$ cat src/design/mio_cfg_pkg.sv
// link configuration
// widths and channel count of the transmit link

package mio_cfg_pkg;

   // ####################
   // io side
   // one IO half in bits
   localparam int io_w = 16;
   // a core packet is two halves
   localparam int pkt_w = 2 * io_w;

   // ####################
   // core side
   // number of peer transmit channels
   localparam int num_ch = 2;
   // bits for a channel index
   localparam int ch_id_w = 1;

endpackage

$ cat src/design/mio_link_pkg.sv
// link types
// packet layout and the arbiter request to the io block

package mio_link_pkg;

   // ####################
   // core packet
   // hi goes out first in sdr mode
   typedef struct packed {
      logic [mio_cfg_pkg::io_w-1:0] hi;
      logic [mio_cfg_pkg::io_w-1:0] lo;
   } mio_packet_t;

   // ####################
   // io request
   // held stable by the arbiter while io_wait is high
   typedef struct packed {
      // request valid
      logic                            access;
      // word to send
      mio_packet_t                     packet;
      // channel the word came from
      logic [mio_cfg_pkg::ch_id_w-1:0] src;
   } mtx_req_t;

endpackage

$ cat src/design/mtx_channel.sv
`timescale 1ns/1ps
// transmit channel
// one-entry packet buffer between a core channel and the arbiter

module mtx_channel (
   input  logic                      io_clk,
   input  logic                      io_nreset,
   input  logic                      in_access,
   input  mio_link_pkg::mio_packet_t in_packet,
   input  logic                      pop,
   output logic                      in_wait,
   output logic                      full,
   output mio_link_pkg::mio_packet_t held
);

   // ####################
   // occupancy
   // set by a core strobe, cleared when the arbiter pops
   always_ff @(posedge io_clk or negedge io_nreset) begin
      if (!io_nreset) begin
         full <= 1'b0;
      end else if (in_access) begin
         full <= 1'b1;
      end else if (pop) begin
         full <= 1'b0;
      end
   end

   // core sees the buffer state directly
   // wait drops the cycle after the pop
   assign in_wait = full;

   // ####################
   // payload
   // no reset, only valid while full
   always_ff @(posedge io_clk) begin
      if (in_access) begin
         held <= in_packet;
      end
   end

   // ####################
   // checks
   // core must respect in_wait
   a_no_load_when_full : assert property (
      @(posedge io_clk) disable iff (!io_nreset)
      in_access |-> !full
   ) else $error("mtx_channel: strobe while full");

   // arbiter only consumes a word it was shown
   a_no_pop_when_empty : assert property (
      @(posedge io_clk) disable iff (!io_nreset)
      pop |-> full
   ) else $error("mtx_channel: pop while empty");

endmodule

$ cat src/design/mtx_arbiter.sv
`timescale 1ns/1ps
// transmit arbiter
// round-robin selection of a full channel onto the io request bus

module mtx_arbiter (
   input  logic                                                io_clk,
   input  logic                                                io_nreset,
   input  logic [mio_cfg_pkg::num_ch-1:0]                      full,
   input  mio_link_pkg::mio_packet_t [mio_cfg_pkg::num_ch-1:0] held,
   input  logic                                                io_wait,
   output logic [mio_cfg_pkg::num_ch-1:0]                      pop,
   output mio_link_pkg::mtx_req_t                              io_req
);
   import mio_cfg_pkg::*;

   logic [ch_id_w-1:0] ptr;
   logic [ch_id_w-1:0] sel;
   logic [ch_id_w-1:0] lock_src;
   logic [ch_id_w-1:0] ptr_next;
   logic               lock;
   logic               found;
   logic               consume;

   // ####################
   // selection
   // a stalled request stays locked to its source
   // otherwise first full channel from the pointer wins
   always_comb begin
      int unsigned cand;
      cand  = 0;
      sel   = ptr;
      found = 1'b0;
      if (lock) begin
         sel   = lock_src;
         found = full[lock_src];
      end else begin
         for (int k = 0; k < num_ch; k++) begin
            cand = (int'(ptr) + k) % num_ch;
            if (!found && full[cand]) begin
               sel   = ch_id_w'(cand);
               found = 1'b1;
            end
         end
      end
   end

   // request straight from the buffers
   assign io_req.access = found;
   assign io_req.packet = held[sel];
   assign io_req.src    = sel;

   // word leaves when the io block stops pushing back
   assign consume = io_req.access & ~io_wait;

   // one-cycle pop to the source channel
   always_comb begin
      pop      = '0;
      pop[sel] = consume;
   end

   // wrap past the last channel
   assign ptr_next = (sel == ch_id_w'(num_ch - 1)) ? '0 : sel + 1'b1;

   // ####################
   // pointer and lock
   always_ff @(posedge io_clk or negedge io_nreset) begin
      if (!io_nreset) begin
         ptr      <= '0;
         lock     <= 1'b0;
         lock_src <= '0;
      end else begin
         // move past the consumed source
         if (consume) begin
            ptr <= ptr_next;
         end
         // pending but stalled, freeze the choice
         lock <= io_req.access & io_wait;
         if (io_req.access && io_wait) begin
            lock_src <= sel;
         end
      end
   end

   // ####################
   // checks
   // a stalled request must not change under the io block
   a_req_stable : assert property (
      @(posedge io_clk) disable iff (!io_nreset)
      (io_req.access && io_wait) |=> $stable(io_req)
   ) else $error("mtx_arbiter: io_req changed while io_wait high");

endmodule

$ cat src/design/oh_oddr.sv
`timescale 1ns/1ps
// output ddr register
// din1 shown in the clock high phase, din2 in the low phase

module oh_oddr (
   input  logic                         clk,
   input  logic                         ce,
   input  logic [mio_cfg_pkg::io_w-1:0] din1,
   input  logic [mio_cfg_pkg::io_w-1:0] din2,
   output logic [mio_cfg_pkg::io_w-1:0] out
);
   import mio_cfg_pkg::*;

   logic [io_w-1:0] q1;
   logic [io_w-1:0] q2;
   logic [io_w-1:0] q2_neg;

   // ####################
   // rising edge capture
   always_ff @(posedge clk) begin
      if (ce) begin
         q1 <= din1;
         q2 <= din2;
      end
   end

   // second half moves to the falling edge
   // so it is stable through the low phase
   always_ff @(negedge clk) begin
      q2_neg <= q2;
   end

   // clock picks the phase
   assign out = clk ? q1 : q2_neg;

endmodule

$ cat src/design/mtx_io.sv
`timescale 1ns/1ps
// transmit io block
// sends each packet as two halves, sdr over two cycles or ddr in one

module mtx_io (
   input  logic                         io_clk,
   input  logic                         io_nreset,
   input  logic                         ddr_mode,
   input  logic                         tx_wait,
   input  mio_link_pkg::mtx_req_t       io_req,
   output logic                         io_wait,
   output logic [mio_cfg_pkg::io_w-1:0] tx_packet,
   output logic                         tx_access
);
   import mio_cfg_pkg::*;

   logic [1:0]       rsync;
   logic             io_rst_n;
   logic [pkt_w-1:0] req_word;
   logic [io_w-1:0]  sdr_half;
   logic [io_w-1:0]  tx_packet_sdr;
   logic [io_w-1:0]  tx_packet_ddr;
   logic             half_sel;
   logic             fresh;

   // ####################
   // reset
   // async assert, release after two io clocks
   always_ff @(posedge io_clk or negedge io_nreset) begin
      if (!io_nreset) begin
         rsync <= 2'b00;
      end else begin
         rsync <= {rsync[0], 1'b1};
      end
   end

   assign io_rst_n = rsync[1];

   // ####################
   // sdr half select
   // 0 for hi, 1 for lo, frozen while the pins push back
   always_ff @(posedge io_clk or negedge io_rst_n) begin
      if (!io_rst_n) begin
         half_sel <= 1'b0;
      end else if (tx_wait) begin
         half_sel <= half_sel;
      end else if (ddr_mode || !io_req.access) begin
         half_sel <= 1'b0;
      end else begin
         half_sel <= ~half_sel;
      end
   end

   // hold the word during its hi half
   // so it is only consumed on the lo half
   assign io_wait = tx_wait | (~ddr_mode & io_req.access & ~half_sel);

   // half picked out of the flat word
   assign req_word = io_req.packet;
   assign sdr_half = half_sel ? req_word[io_w-1:0] : req_word[pkt_w-1:io_w];

   // a half goes out whenever the pins accept one
   assign fresh = io_req.access & ~tx_wait;

   // sdr data register
   always_ff @(posedge io_clk) begin
      if (fresh) begin
         tx_packet_sdr <= sdr_half;
      end
   end

   // ####################
   // access strobe
   // high only for a newly sampled half or word
   always_ff @(posedge io_clk or negedge io_rst_n) begin
      if (!io_rst_n) begin
         tx_access <= 1'b0;
      end else begin
         tx_access <= fresh;
      end
   end

   // ####################
   // ddr path
   // lo in the high phase, hi in the low phase
   oh_oddr data_oddr (
      .clk  (io_clk),
      .ce   (fresh),
      .din1 (io_req.packet.lo),
      .din2 (io_req.packet.hi),
      .out  (tx_packet_ddr)
   );

   // output format by mode
   assign tx_packet = ddr_mode ? tx_packet_ddr : tx_packet_sdr;

   // ####################
   // checks
   // lo half is only reached from an active request
   a_half_sel_origin : assert property (
      @(posedge io_clk) disable iff (!io_rst_n)
      !$past(io_req.access) |-> !half_sel
   ) else $error("mtx_io: half select set without a prior request");

endmodule

$ cat src/design/mtx_top.sv
`timescale 1ns/1ps
// transmit top
// core channels share one io serializer through a round-robin arbiter

module mtx_top (
   input  logic                                                io_clk,
   input  logic                                                io_nreset,
   input  logic                                                ddr_mode,
   input  logic                                                tx_wait,
   input  logic [mio_cfg_pkg::num_ch-1:0]                      in_access,
   input  mio_link_pkg::mio_packet_t [mio_cfg_pkg::num_ch-1:0] in_packet,
   output logic [mio_cfg_pkg::num_ch-1:0]                      in_wait,
   output logic [mio_cfg_pkg::io_w-1:0]                        tx_packet,
   output logic                                                tx_access
);
   import mio_cfg_pkg::*;
   import mio_link_pkg::*;

   logic [num_ch-1:0]              full;
   logic [num_ch-1:0]              pop;
   mio_packet_t [num_ch-1:0]       held;
   mtx_req_t                       io_req;
   logic                           io_wait;

   // ####################
   // core channels
   for (genvar i = 0; i < num_ch; i++) begin : ch
      mtx_channel chan0 (
         .io_clk    (io_clk),
         .io_nreset (io_nreset),
         .in_access (in_access[i]),
         .in_packet (in_packet[i]),
         .pop       (pop[i]),
         .in_wait   (in_wait[i]),
         .full      (full[i]),
         .held      (held[i])
      );
   end

   // ####################
   // arbiter
   mtx_arbiter arb0 (
      .io_clk    (io_clk),
      .io_nreset (io_nreset),
      .full      (full),
      .held      (held),
      .io_wait   (io_wait),
      .pop       (pop),
      .io_req    (io_req)
   );

   // ####################
   // io serializer
   mtx_io io0 (
      .io_clk    (io_clk),
      .io_nreset (io_nreset),
      .ddr_mode  (ddr_mode),
      .tx_wait   (tx_wait),
      .io_req    (io_req),
      .io_wait   (io_wait),
      .tx_packet (tx_packet),
      .tx_access (tx_access)
   );

endmodule

$ cat config.mk
export PLATFORM = sky130hd
export DESIGN_NAME = mtx_top
export DESIGN_NICKNAME = d
export VERILOG_FILES = /design/src/design/mio_cfg_pkg.sv /design/src/design/mio_link_pkg.sv /design/src/design/mtx_channel.sv /design/src/design/mtx_arbiter.sv /design/src/design/oh_oddr.sv /design/src/design/mtx_io.sv /design/src/design/mtx_top.sv
export SDC_FILE = /design/constraint.sdc
export NUM_CORES = 1
export LEC_CHECK = 0
export BUFFER_PORTS_ARGS = -buffer_cell sky130_fd_sc_hd__buf_2
export CAP_MARGIN = 20
export CELL_PAD_IN_SITES_DETAIL_PLACEMENT = 0
export CELL_PAD_IN_SITES_GLOBAL_PLACEMENT = 1
export CORE_AREA = 2 2 136 138
export DETAILED_ROUTE_END_ITERATION = 12
export DIE_AREA = 0 0 138 140
export PLACE_DENSITY_LB_ADDON = 0.12
export SKIP_LAST_GASP = 1
export SLEW_MARGIN = 25
export SYNTH_ARGS = -nofsm -noshare
export SYNTH_HDL_FRONTEND = slang
export SYNTH_SLANG_ARGS = --single-unit
$ cat constraint.sdc
create_clock -name io_clk -period 1.11 [get_ports io_clk]
set_input_delay 0.222 -clock io_clk [delete_from_list [all_inputs] [get_ports io_clk]]
set_output_delay 0.222 -clock io_clk [all_outputs]
set_load 0.01 [all_outputs]
==> run_results.csv, run 1 <==
group,metric,value,unit
logic_synthesis,synth_area_leader_cell,"edfxtp_1",
placement,place_area,0.00638,mm2
floorplanning,die_w,138,um
finish,nets,593,
setup_path,worst_ep_required_time,890,ps
logic_synthesis,synth_cell_type_count,32,
logic_synthesis,yosys.area_share.simple,2.43,%
logic_synthesis,ys_seq_area_share,74.3,%
floorplanning,die_h,140,um
floorplanning,boundaryPins,89,
sta,hold_viol,0,
logic_synthesis,synth_xor_area_share,0,%
clock_tree,clk_latency,570,ps
power_and_ir_drop,p_sw_share,26.2,%
finish,diodes,0,
setup_path,critPathArrivalTime,1820,ps
logic_synthesis,syn_area_per_cell,18.8,um2
logic_synthesis,synth_compound_area_share,3.19,%
power_and_ir_drop,powerDensity,2600,mW/mm2
power_and_ir_drop,switchingPower,5.83,mW
sta,fin_skew,52.7,ps
logic_synthesis,yosys-top-cells-count,"edfxtp_1, mux2_1, nor2_1, a21oi_1",
clock_tree,clk_pin_slew,60,ps
grt,grt_pass1_vias,3840,
finish,drive_gt1_share,50.2,%
logic_synthesis,synth_top_area_share,64.0,%
setup_path,critPathMaxFanout,1,
grt,grt_first_pass_wirelength,18.3,mm
outcome,violations,"setup timing",
sta,setup_tns,-80810,ps
logic_synthesis,synth-edff-count,112,
finish,syn2layout_area_growth,62.8,%
grt,grt_max_degree,35,
drt,post-route-drc-count,0,
outcome,status,"finished, violations left",
power_and_ir_drop,internal_power,16.4,mW
finish,fillers,1564,
finish,fin_area,0.00856,mm2
drt,vias,3308,
logic_synthesis,yosys_warnings,0,
sta,setup_viol,122,
power_and_ir_drop,ir_worst_vdd,1.67,mV
sta,drv_slew,0,
logic_synthesis,synthFlopType,"edfxtp_1",
floorplanning,fp-row-count,49,
drt,drtIter0Drc,102,
drt,finalWirelength,11.8,mm
logic_synthesis,netlist_area,0.00526,mm2
finish,fin_cells,765,
logic_synthesis,synth_top_family_by_area,"multiplexers",
logic_synthesis,synthesis.nets,350,
floorplanning,core,0.0178,mm2
sta,rsz0062_at_grt,"yes",
power_and_ir_drop,pwr-share-seq,32.3,%
clock_tree,cts_tree,"done",
grt,grt-ovfl-total,0,
grt,antenna_found_initial,1,
logic_synthesis,synth_cells,280,
power_and_ir_drop,pwr-share-comb,28.2,%
logic_synthesis,synth_area_leaders,"edfxtp_1, dfxtp_1, mux2_1, mux4_2, dfrtp_1",
setup_path,worstSetupStartpointType,"flop",
placement,port_buffers,88,
job,maxCapViolCount,0,
drt,drt_first_pass_iters,4,
floorplanning,start_util,29.6,%
placement,dp_cells,613,
sta,fin_ws,-927,ps
min_path,hold_path_class,"reg -> async",
setup_path,end_kind,"primary output",
logic_synthesis,yosysMostFrequentCell,"edfxtp_1",
setup_path,crit_type,"reg -> out",
logic_synthesis,synthAdderAreaFrac,0,%
drt,ant_nets,0,
logic_synthesis,synthArstFlopShare,6.57,%
logic_synthesis,synth_mux_area_share,17.1,%
power_and_ir_drop,leakagePower,3.53,nW
drt,vias_per_cell,4.32,
floorplanning,die_area,0.0193,mm2
logic_synthesis,synth-seq-cells,137,
placement,place_congestion,0.719,
grt,grt_util_all_layers,12.8,%
drt,wl_per_cell,15.4,um
power_and_ir_drop,pwr-share-clk,39.5,%
placement,hpwl,6.62,mm
[registers in the layout, indices dropped and copies added (netlist names)]
| signal | count |
|---|---|
| io0.tx_packet_sdr | 16 |
| arb0.ptr | 1 |
| io0.tx_access | 1 |
| io0.data_oddr.q2 | 16 |
| ch.chan0.full | 2 |
| arb0.lock_src | 1 |
| arb0.lock | 1 |
| ch.chan0.held | 64 |
| io0.data_oddr.q2_neg | 16 |
| io0.data_oddr.q1 | 16 |
| io0.half_sel | 1 |
| io0.rsync | 2 |
[cell usage in the layout, fill, tap and decap left out, drive strengths merged, types with 9 or more instances in the layout]
cell and instances:
a21oi 19, buf 149, clkbuf 29, clkinv 9
dfrtp 9, dfxtp 16, dlygate4sd3 65, edfxtp 112
inv 19, mux2 33, mux2i 16, mux4 16
nor2 24
[worst max-delay path, stage by stage, from the launching register on]
cell and delay [ps]:
dfxtp_1 310, mux2i_1 70, a21oi_2 150, buf_2 150
[cells by family after synthesis]
| kind of cell | after synthesis |
|---|---|
| flops | 137 |
| compound gates | 28 |
| other cells | 1 |
| buf+inv | 19 |
| simple gates | 30 |
| mux | 65 |
[power by group through the flow]
stage / Sequential, mW / Clock [mW] / Combinational (mW)
floorplan: 7.20 / 1.52 / 3.04
global placement: 7.26 / 1.21 / 3.85
detailed placement: 7.27 / 1.21 / 3.90
CTS: 7.18 / 9.04 / 6.43
global route: 7.28 / 9.46 / 6.68
finish: 7.18 / 8.78 / 6.27
[stage by stage]
stage	utilization, %	power, mW	setup WS, ps	hold slack (ps)
CTS	47.8	22.6	-979	31.1
global route	48.1	23.4	-1020	30.5
finish	48.1	22.2	-927	23.2
detailed placement	35.9	12.4	-806	25.9
global placement	35.9	12.3	-762	22.5
floorplan	-	11.8	-840	-73.6
[worst paths after layout]
kind / slack, ps / startpoint / to / depth (start not counted)
max: -930 / io0.data_oddr.q2_neg[10]$_DFF_N_ / tx_packet[10] / 3
min: 20 / io0.rsync[1]$_DFF_PN0_ / io0.tx_access$_DFF_PN0_ / 0
max reg2reg: -880 / ch[1].chan0.full$_DFFE_PN0P_ / io0.tx_packet_sdr[9]$_DFFE_PP_ / 5
min reg2reg: 20 / io0.rsync[1]$_DFF_PN0_ / io0.tx_access$_DFF_PN0_ / 0
max in group asynchronous: 880 / io_nreset / arb0.lock$_DFF_PN0_ / 2
min in group io_clk: 90 / tx_wait / io0.half_sel$_DFFE_PN0N_ / 3
[final cells by class]
type	instances	area, um2	area share (%)
tap	229	287	3.35
clock inverter	30	188	2.19
timing repair buffer	201	1960	22.9
clock buffer	42	737	8.61
inverter	2	7.51	0.0877
multi-input combinational	124	1470	17.2
sequential	137	3910	45.7
[metal layers]
metal	global-route usage, %	wire length [um]
met1	12.9	4540
met3	6.53	716
met5	0	13
met2	20.1	5920
met4	9.83	611
[what timing repair did]
item	4_1_cts	5_1_grt
gates cloned	8	4
resized for setup	51	28
setup buffers	27	9
endpoints found under the setup margin	122	122
hold buffers	65	0
pin swaps	4	12
hold endpoints to repair	71	0
(Power assumes the default switching activity.)
==> run 2, diff against run 1 <==
--- a/config.mk
+++ b/config.mk
@@ -9,12 +9,11 @@
 export CAP_MARGIN = 20
 export CELL_PAD_IN_SITES_DETAIL_PLACEMENT = 0
 export CELL_PAD_IN_SITES_GLOBAL_PLACEMENT = 1
-export CORE_AREA = 2 2 136 138
+export CORE_AREA = 2 2 124 151
 export DETAILED_ROUTE_END_ITERATION = 12
-export DIE_AREA = 0 0 138 140
+export DIE_AREA = 0 0 126 153
 export PLACE_DENSITY_LB_ADDON = 0.12
 export SKIP_LAST_GASP = 1
-export SLEW_MARGIN = 25
 export SYNTH_ARGS = -nofsm -noshare
 export SYNTH_HDL_FRONTEND = slang
 export SYNTH_SLANG_ARGS = --single-unit
==> run_results.csv, run 2 (same netlist as run 1, synthesis figures left out) <==
group,metric,value,unit
outcome,status,"finished, violations left",
outcome,violations,"setup timing",
finish,fin_area,0.00843,mm2
drt,drtIter0Drc,107,
clock_tree,cts_tree,"done",
power_and_ir_drop,pwr-share-seq,32.9,%
placement,place_congestion,0.760,
sta,hold_slack,21.7,ps
grt,grt-ovfl-total,0,
floorplanning,boundaryPins,89,
placement,port_buffers,88,
grt,grt_max_degree,20,
grt,grt_pass1_vias,3709,
setup_path,r2r_cells,5,
finish,final_common_cell,"edfxtp_1",
floorplanning,start_util,29.5,%
clock_tree,clk_latency,570,ps
sta,drv_slew,0,
finish,diodes,0,
floorplanning,fp-row-count,54,
clock_tree,clk_pin_slew,60,ps
finish,layout_common_cells,"edfxtp_1, buf_2, dlygate4sd3_1",
drt,drt_first_pass_iters,4,
setup_path,worstSetupStartpointType,"flop",
setup_path,critPathMaxFanout,1,
finish,fillers,1568,
grt,antenna_found_initial,1,
setup_path,critPathArrivalTime,1830,ps
drt,ant_nets,0,
setup_path,end_kind,"primary output",
power_and_ir_drop,ir_worst_vdd,0.995,mV
floorplanning,die_w,126,um
sta,hold_viol,0,
power_and_ir_drop,powerDensity,2600,mW/mm2
finish,utilization,47.3,%
setup_path,crit_chain,"mux2i_1 > a21oi_2 > buf_2",
power_and_ir_drop,p_sw_share,26.7,%
min_path,min_path_cells,1,
floorplanning,core,0.0178,mm2
min_path,hold_path_class,"in -> reg",
setup_path,crit_type,"reg -> out",
placement,hpwl,7.27,mm
grt,grt_first_pass_wirelength,18.6,mm
power_and_ir_drop,pwr-share-comb,26.7,%
min_path,hold-path-endpoint,"ch[0].chan0.held[21]$_DFFE_PP_",
grt,grt_util_all_layers,13.1,%
drt,vias_per_cell,4.25,
job,maxCapViolCount,0,
placement,place_area,0.00639,mm2
sta,fin_ws,-944,ps
setup_path,reg2reg_to,"io0.tx_packet_sdr[3]$_DFFE_PP_",
finish,nets,589,
sta,rsz0062_at_grt,"yes",
finish,syn2layout_area_growth,60.3,%
setup_path,path_buf_inv,1,
setup_path,reg2reg_from,"ch[1].chan0.full$_DFFE_PN0P_",
power_and_ir_drop,internal_power,16.0,mW
setup_path,max_stage_delay,300,ps
sta,setup_viol,122,
power_and_ir_drop,leakagePower,3.50,nW
finish,drive_gt1_share,49.8,%
drt,post-route-drc-count,0,
sta,fin_skew,47.9,ps
finish,fin_cells,756,
min_path,hp-start,"in_access[0]",
power_and_ir_drop,p_total,21.9,mW
floorplanning,die_area,0.0193,mm2
setup_path,reg2reg_setup_slack,-850,ps
power_and_ir_drop,pwr-share-clk,40.4,%
setup_path,critical_path.top_delay_family,"flip-flops",
setup_path,cp-startpoint,"io0.data_oddr.q2_neg[7]$_DFF_N_",
drt,vias,3212,
drt,wl_per_cell,15.8,um
setup_path,worst_ep_required_time,890,ps
setup_path,cpMaxStageDelayCell,"dfxtp_1",
finish,top_register,"ch.chan0.held",
finish,largest_register_ffs,64,
floorplanning,die_h,153,um
drt,finalWirelength,11.9,mm
placement,dp_cells,606,
power_and_ir_drop,switchingPower,5.84,mW
==> run 2: cell type report <==
type                            instances  area, um2  area share, %
Clock inverter                         27        141           1.68
Clock buffer                           45        795           9.43
Multi-Input combinational cell        124       1430           17.0
Inverter                                2       7.51         0.0891
Timing Repair Buffer                  197       1860           22.1
Sequential cell                       137       3910           46.4
Tap cell                              224        280           3.32
==> run 2: power by group through the flow <==
| stage | Sequential [mW] | Combinational [mW] | Clock (mW) |
|---|---|---|---|
| after floorplan | 7.20 | 3.04 | 1.52 |
| after global placement | 7.27 | 3.79 | 1.21 |
| after detailed placement | 7.30 | 3.83 | 1.21 |
| after CTS | 7.20 | 5.90 | 9.11 |
| after global routing | 7.32 | 6.22 | 9.52 |
| final | 7.21 | 5.84 | 8.84 |
==> run 2: worst reg2reg max path: stages, from the launching register on <==
cell	delay, ps
dfrtp_1	400
and2b_1	180
o211ai_2	170
and2_4	280
buf_12	170
mux4_2	500
==> run 2: worst max path at each step <==
stage                                            endpoint  slack, ps  cells after the start
after floorplan            io0.tx_packet_sdr[0]$_DFFE_PP_       -840                      6
after global placement    io0.tx_packet_sdr[15]$_DFFE_PP_       -780                      5
after detailed placement   io0.tx_packet_sdr[6]$_DFFE_PP_       -830                      5
after CTS                                    tx_packet[7]       -990                      3
after global routing                         tx_packet[7]      -1030                      3
final                                        tx_packet[7]       -940                      3
==> run 2: through the flow <==
stage | TNS [ps] | worst slack, ps
2_1_floorplan | -78920 | -840
3_3_place_gp | -58360 | -776
3_5_place_dp | -60900 | -826
4_1_cts | -78980 | -987
5_1_grt | -94340 | -1030
6_report | -86350 | -944
==> run 2: metal layers <==
layer,global-route usage (%),wire (um),vias to the layer above
met5,0,7,-
met4,9.94,507,2
met3,6.76,680,42
met2,20.9,6220,94
met1,12.9,4520,1505
li1,-,-,1569
==> run 2: timing repair <==
item,CTS,global route
hold buffers,65,0
endpoints found under the setup margin,122,122
setup buffers,18,10
resized for setup,40,20
hold endpoints to repair,71,0
gates cloned,7,2
pin swaps,3,7
==> run 3, diff against run 2 <==
--- a/config.mk
+++ b/config.mk
@@ -12,7 +12,8 @@
 export CORE_AREA = 2 2 124 151
 export DETAILED_ROUTE_END_ITERATION = 12
 export DIE_AREA = 0 0 126 153
-export PLACE_DENSITY_LB_ADDON = 0.12
+export HOLD_SLACK_MARGIN = 0.03
+export PLACE_DENSITY = 0.53
 export SKIP_LAST_GASP = 1
 export SYNTH_ARGS = -nofsm -noshare
 export SYNTH_HDL_FRONTEND = slang
==> run_results.csv, run 3 (same netlist as run 1, synthesis figures left out) <==
group,metric,value,unit
placement,hpwl,7.47,mm
finish,fin_cells,769,
sta,fmax,492,MHz
finish,top_register,"ch.chan0.held",
job,maxCapViolCount,0,
drt,wl_per_cell,15.8,um
finish,layout_common_cells,"edfxtp_1, buf_2, dlygate4sd3_1",
power_and_ir_drop,ir_worst_vdd,1.19,mV
setup_path,setup.worst_path.end,"tx_packet[7]",
sta,fin_skew,53.6,ps
sta,fin_ws,-923,ps
floorplanning,start_util,29.5,%
finish,multi_input_area,0.00143,mm2
floorplanning,fp-row-count,54,
placement,place_congestion,0.712,
outcome,violations,"setup timing",
finish,largest_register_ffs,64,
setup_path,crit_type,"reg -> out",
floorplanning,die_w,126,um
drt,drt_first_pass_iters,4,
finish,final_common_cell,"edfxtp_1",
finish,drive_gt1_share,50.8,%
floorplanning,die_h,153,um
sta,post-route-min-period,2030,ps
clock_tree,cts_tree,"done",
setup_path,reg2reg_setup_slack,-920,ps
grt,grt_first_pass_wirelength,18.9,mm
outcome,status,"finished, violations left",
grt,grt_max_degree,21,
sta,setup_tns,-79540,ps
setup_path,worstSetupStartpointType,"flop",
power_and_ir_drop,powerDensity,2630,mW/mm2
setup_path,cp-startpoint,"io0.data_oddr.q2_neg[7]$_DFF_N_",
min_path,hold_path_class,"reg -> async",
setup_path,critPathMaxFanout,1,
sta,period_share,183,%
finish,diodes,0,
drt,drtIter0Drc,112,
finish,nets,602,
floorplanning,core,0.0178,mm2
sta,rsz0062_at_grt,"yes",
grt,grt_pass1_vias,3967,
power_and_ir_drop,p_total,22.4,mW
drt,vias,3338,
finish,fillers,1555,
floorplanning,boundaryPins,89,
setup_path,critPathArrivalTime,1810,ps
finish,seq_area,0.00391,mm2
setup_path,r2r_cells,6,
grt,antenna_found_initial,0,
finish,syn2layout_area_growth,62.3,%
setup_path,reg2reg_from,"ch[0].chan0.full$_DFFE_PN0P_",
power_and_ir_drop,leakagePower,3.55,nW
drt,vias_per_cell,4.34,
placement,port_buffers,88,
placement,dp_cells,614,
sta,drv_slew,0,
drt,post-route-drc-count,0,
drt,ant_nets,0,
clock_tree,clk_pin_slew,60,ps
drt,finalWirelength,12.1,mm
setup_path,end_kind,"primary output",
grt,grt_util_all_layers,13.2,%
sta,hold_viol,0,
clock_tree,clk_latency,570,ps
floorplanning,die_area,0.0193,mm2
sta,setup_viol,122,
grt,grt-ovfl-total,0,
setup_path,reg2reg_to,"io0.tx_packet_sdr[3]$_DFFE_PP_",
setup_path,worst_ep_required_time,890,ps
run 3: cell types whose count changed in the layout (fill, tap and decap cells not counted), sizes merged:
cell / delta
clkbuf: -2
bufinv: +3
clkinv: -2
buf: +11
inv: +1
clkinvlp: +2
run 3: how the worst min path moves through the flow:
stage,to,start,depth (start not counted)
2_1_floorplan,arb0.lock$_DFF_PN0_,io_nreset,0
3_3_place_gp,io0.tx_access$_DFF_PN0_,io0.rsync[1]$_DFF_PN0_,0
3_5_place_dp,io0.tx_access$_DFF_PN0_,io0.rsync[1]$_DFF_PN0_,0
4_1_cts,io0.rsync[1]$_DFF_PN0_,io_nreset,2
5_1_grt,io0.tx_access$_DFF_PN0_,io0.rsync[1]$_DFF_PN0_,0
6_report,io0.tx_access$_DFF_PN0_,io0.rsync[1]$_DFF_PN0_,0
run 3: layer usage:
metal	GRT usage (%)	wire (um)	part of all wire, %
met1	13.3	4490	37
met2	20.7	6450	53
met3	5.25	570	4.7
met4	12.5	604	5.0
met5	0	0	0
run 3: timing repair:
item,in CTS,in global routing
gates cloned,4,3
endpoints found under the hold margin,71,0
buffers inserted,24,16
pin swaps,7,7
setup endpoints to repair,122,122
gates resized for setup,53,32
hold buffers,65,0
run 3: final cells by class:
type / instances / area share [%]
flip-flops and latches: 137 / 45.8
repair buffers: 210 / 23.0
multi-input cells: 124 / 16.8
clock buffers: 41 / 8.27
well taps: 224 / 3.28
clock inverters: 31 / 2.79
inverters: 2 / 0.0880
run 3: worst max-delay path, cell delays in order (launching register included):
cell and delay, ps:
dfxtp_2 310, mux2i_2 160, a21oi_2 70, buf_2 140
run 3: stage by stage:
stage               hold slack (ps)  utilization [%]  cell area, um2  setup WS [ps]
floorplan                     -73.6                -            5490           -840
global placement               35.3             35.9            6410           -834
detailed placement             51.1             35.9            6410           -847
CTS                            37.2             47.1            8410           -974
global route                   65.6             47.8            8530          -1000
finish                         51.0             47.8            8530           -923
run 3: power breakdown:
part           total [mW]  switching, mW  internal (mW)
combinational        6.25           2.10           4.15
clock                8.98           3.40           5.58
sequential           7.21          0.343           6.86
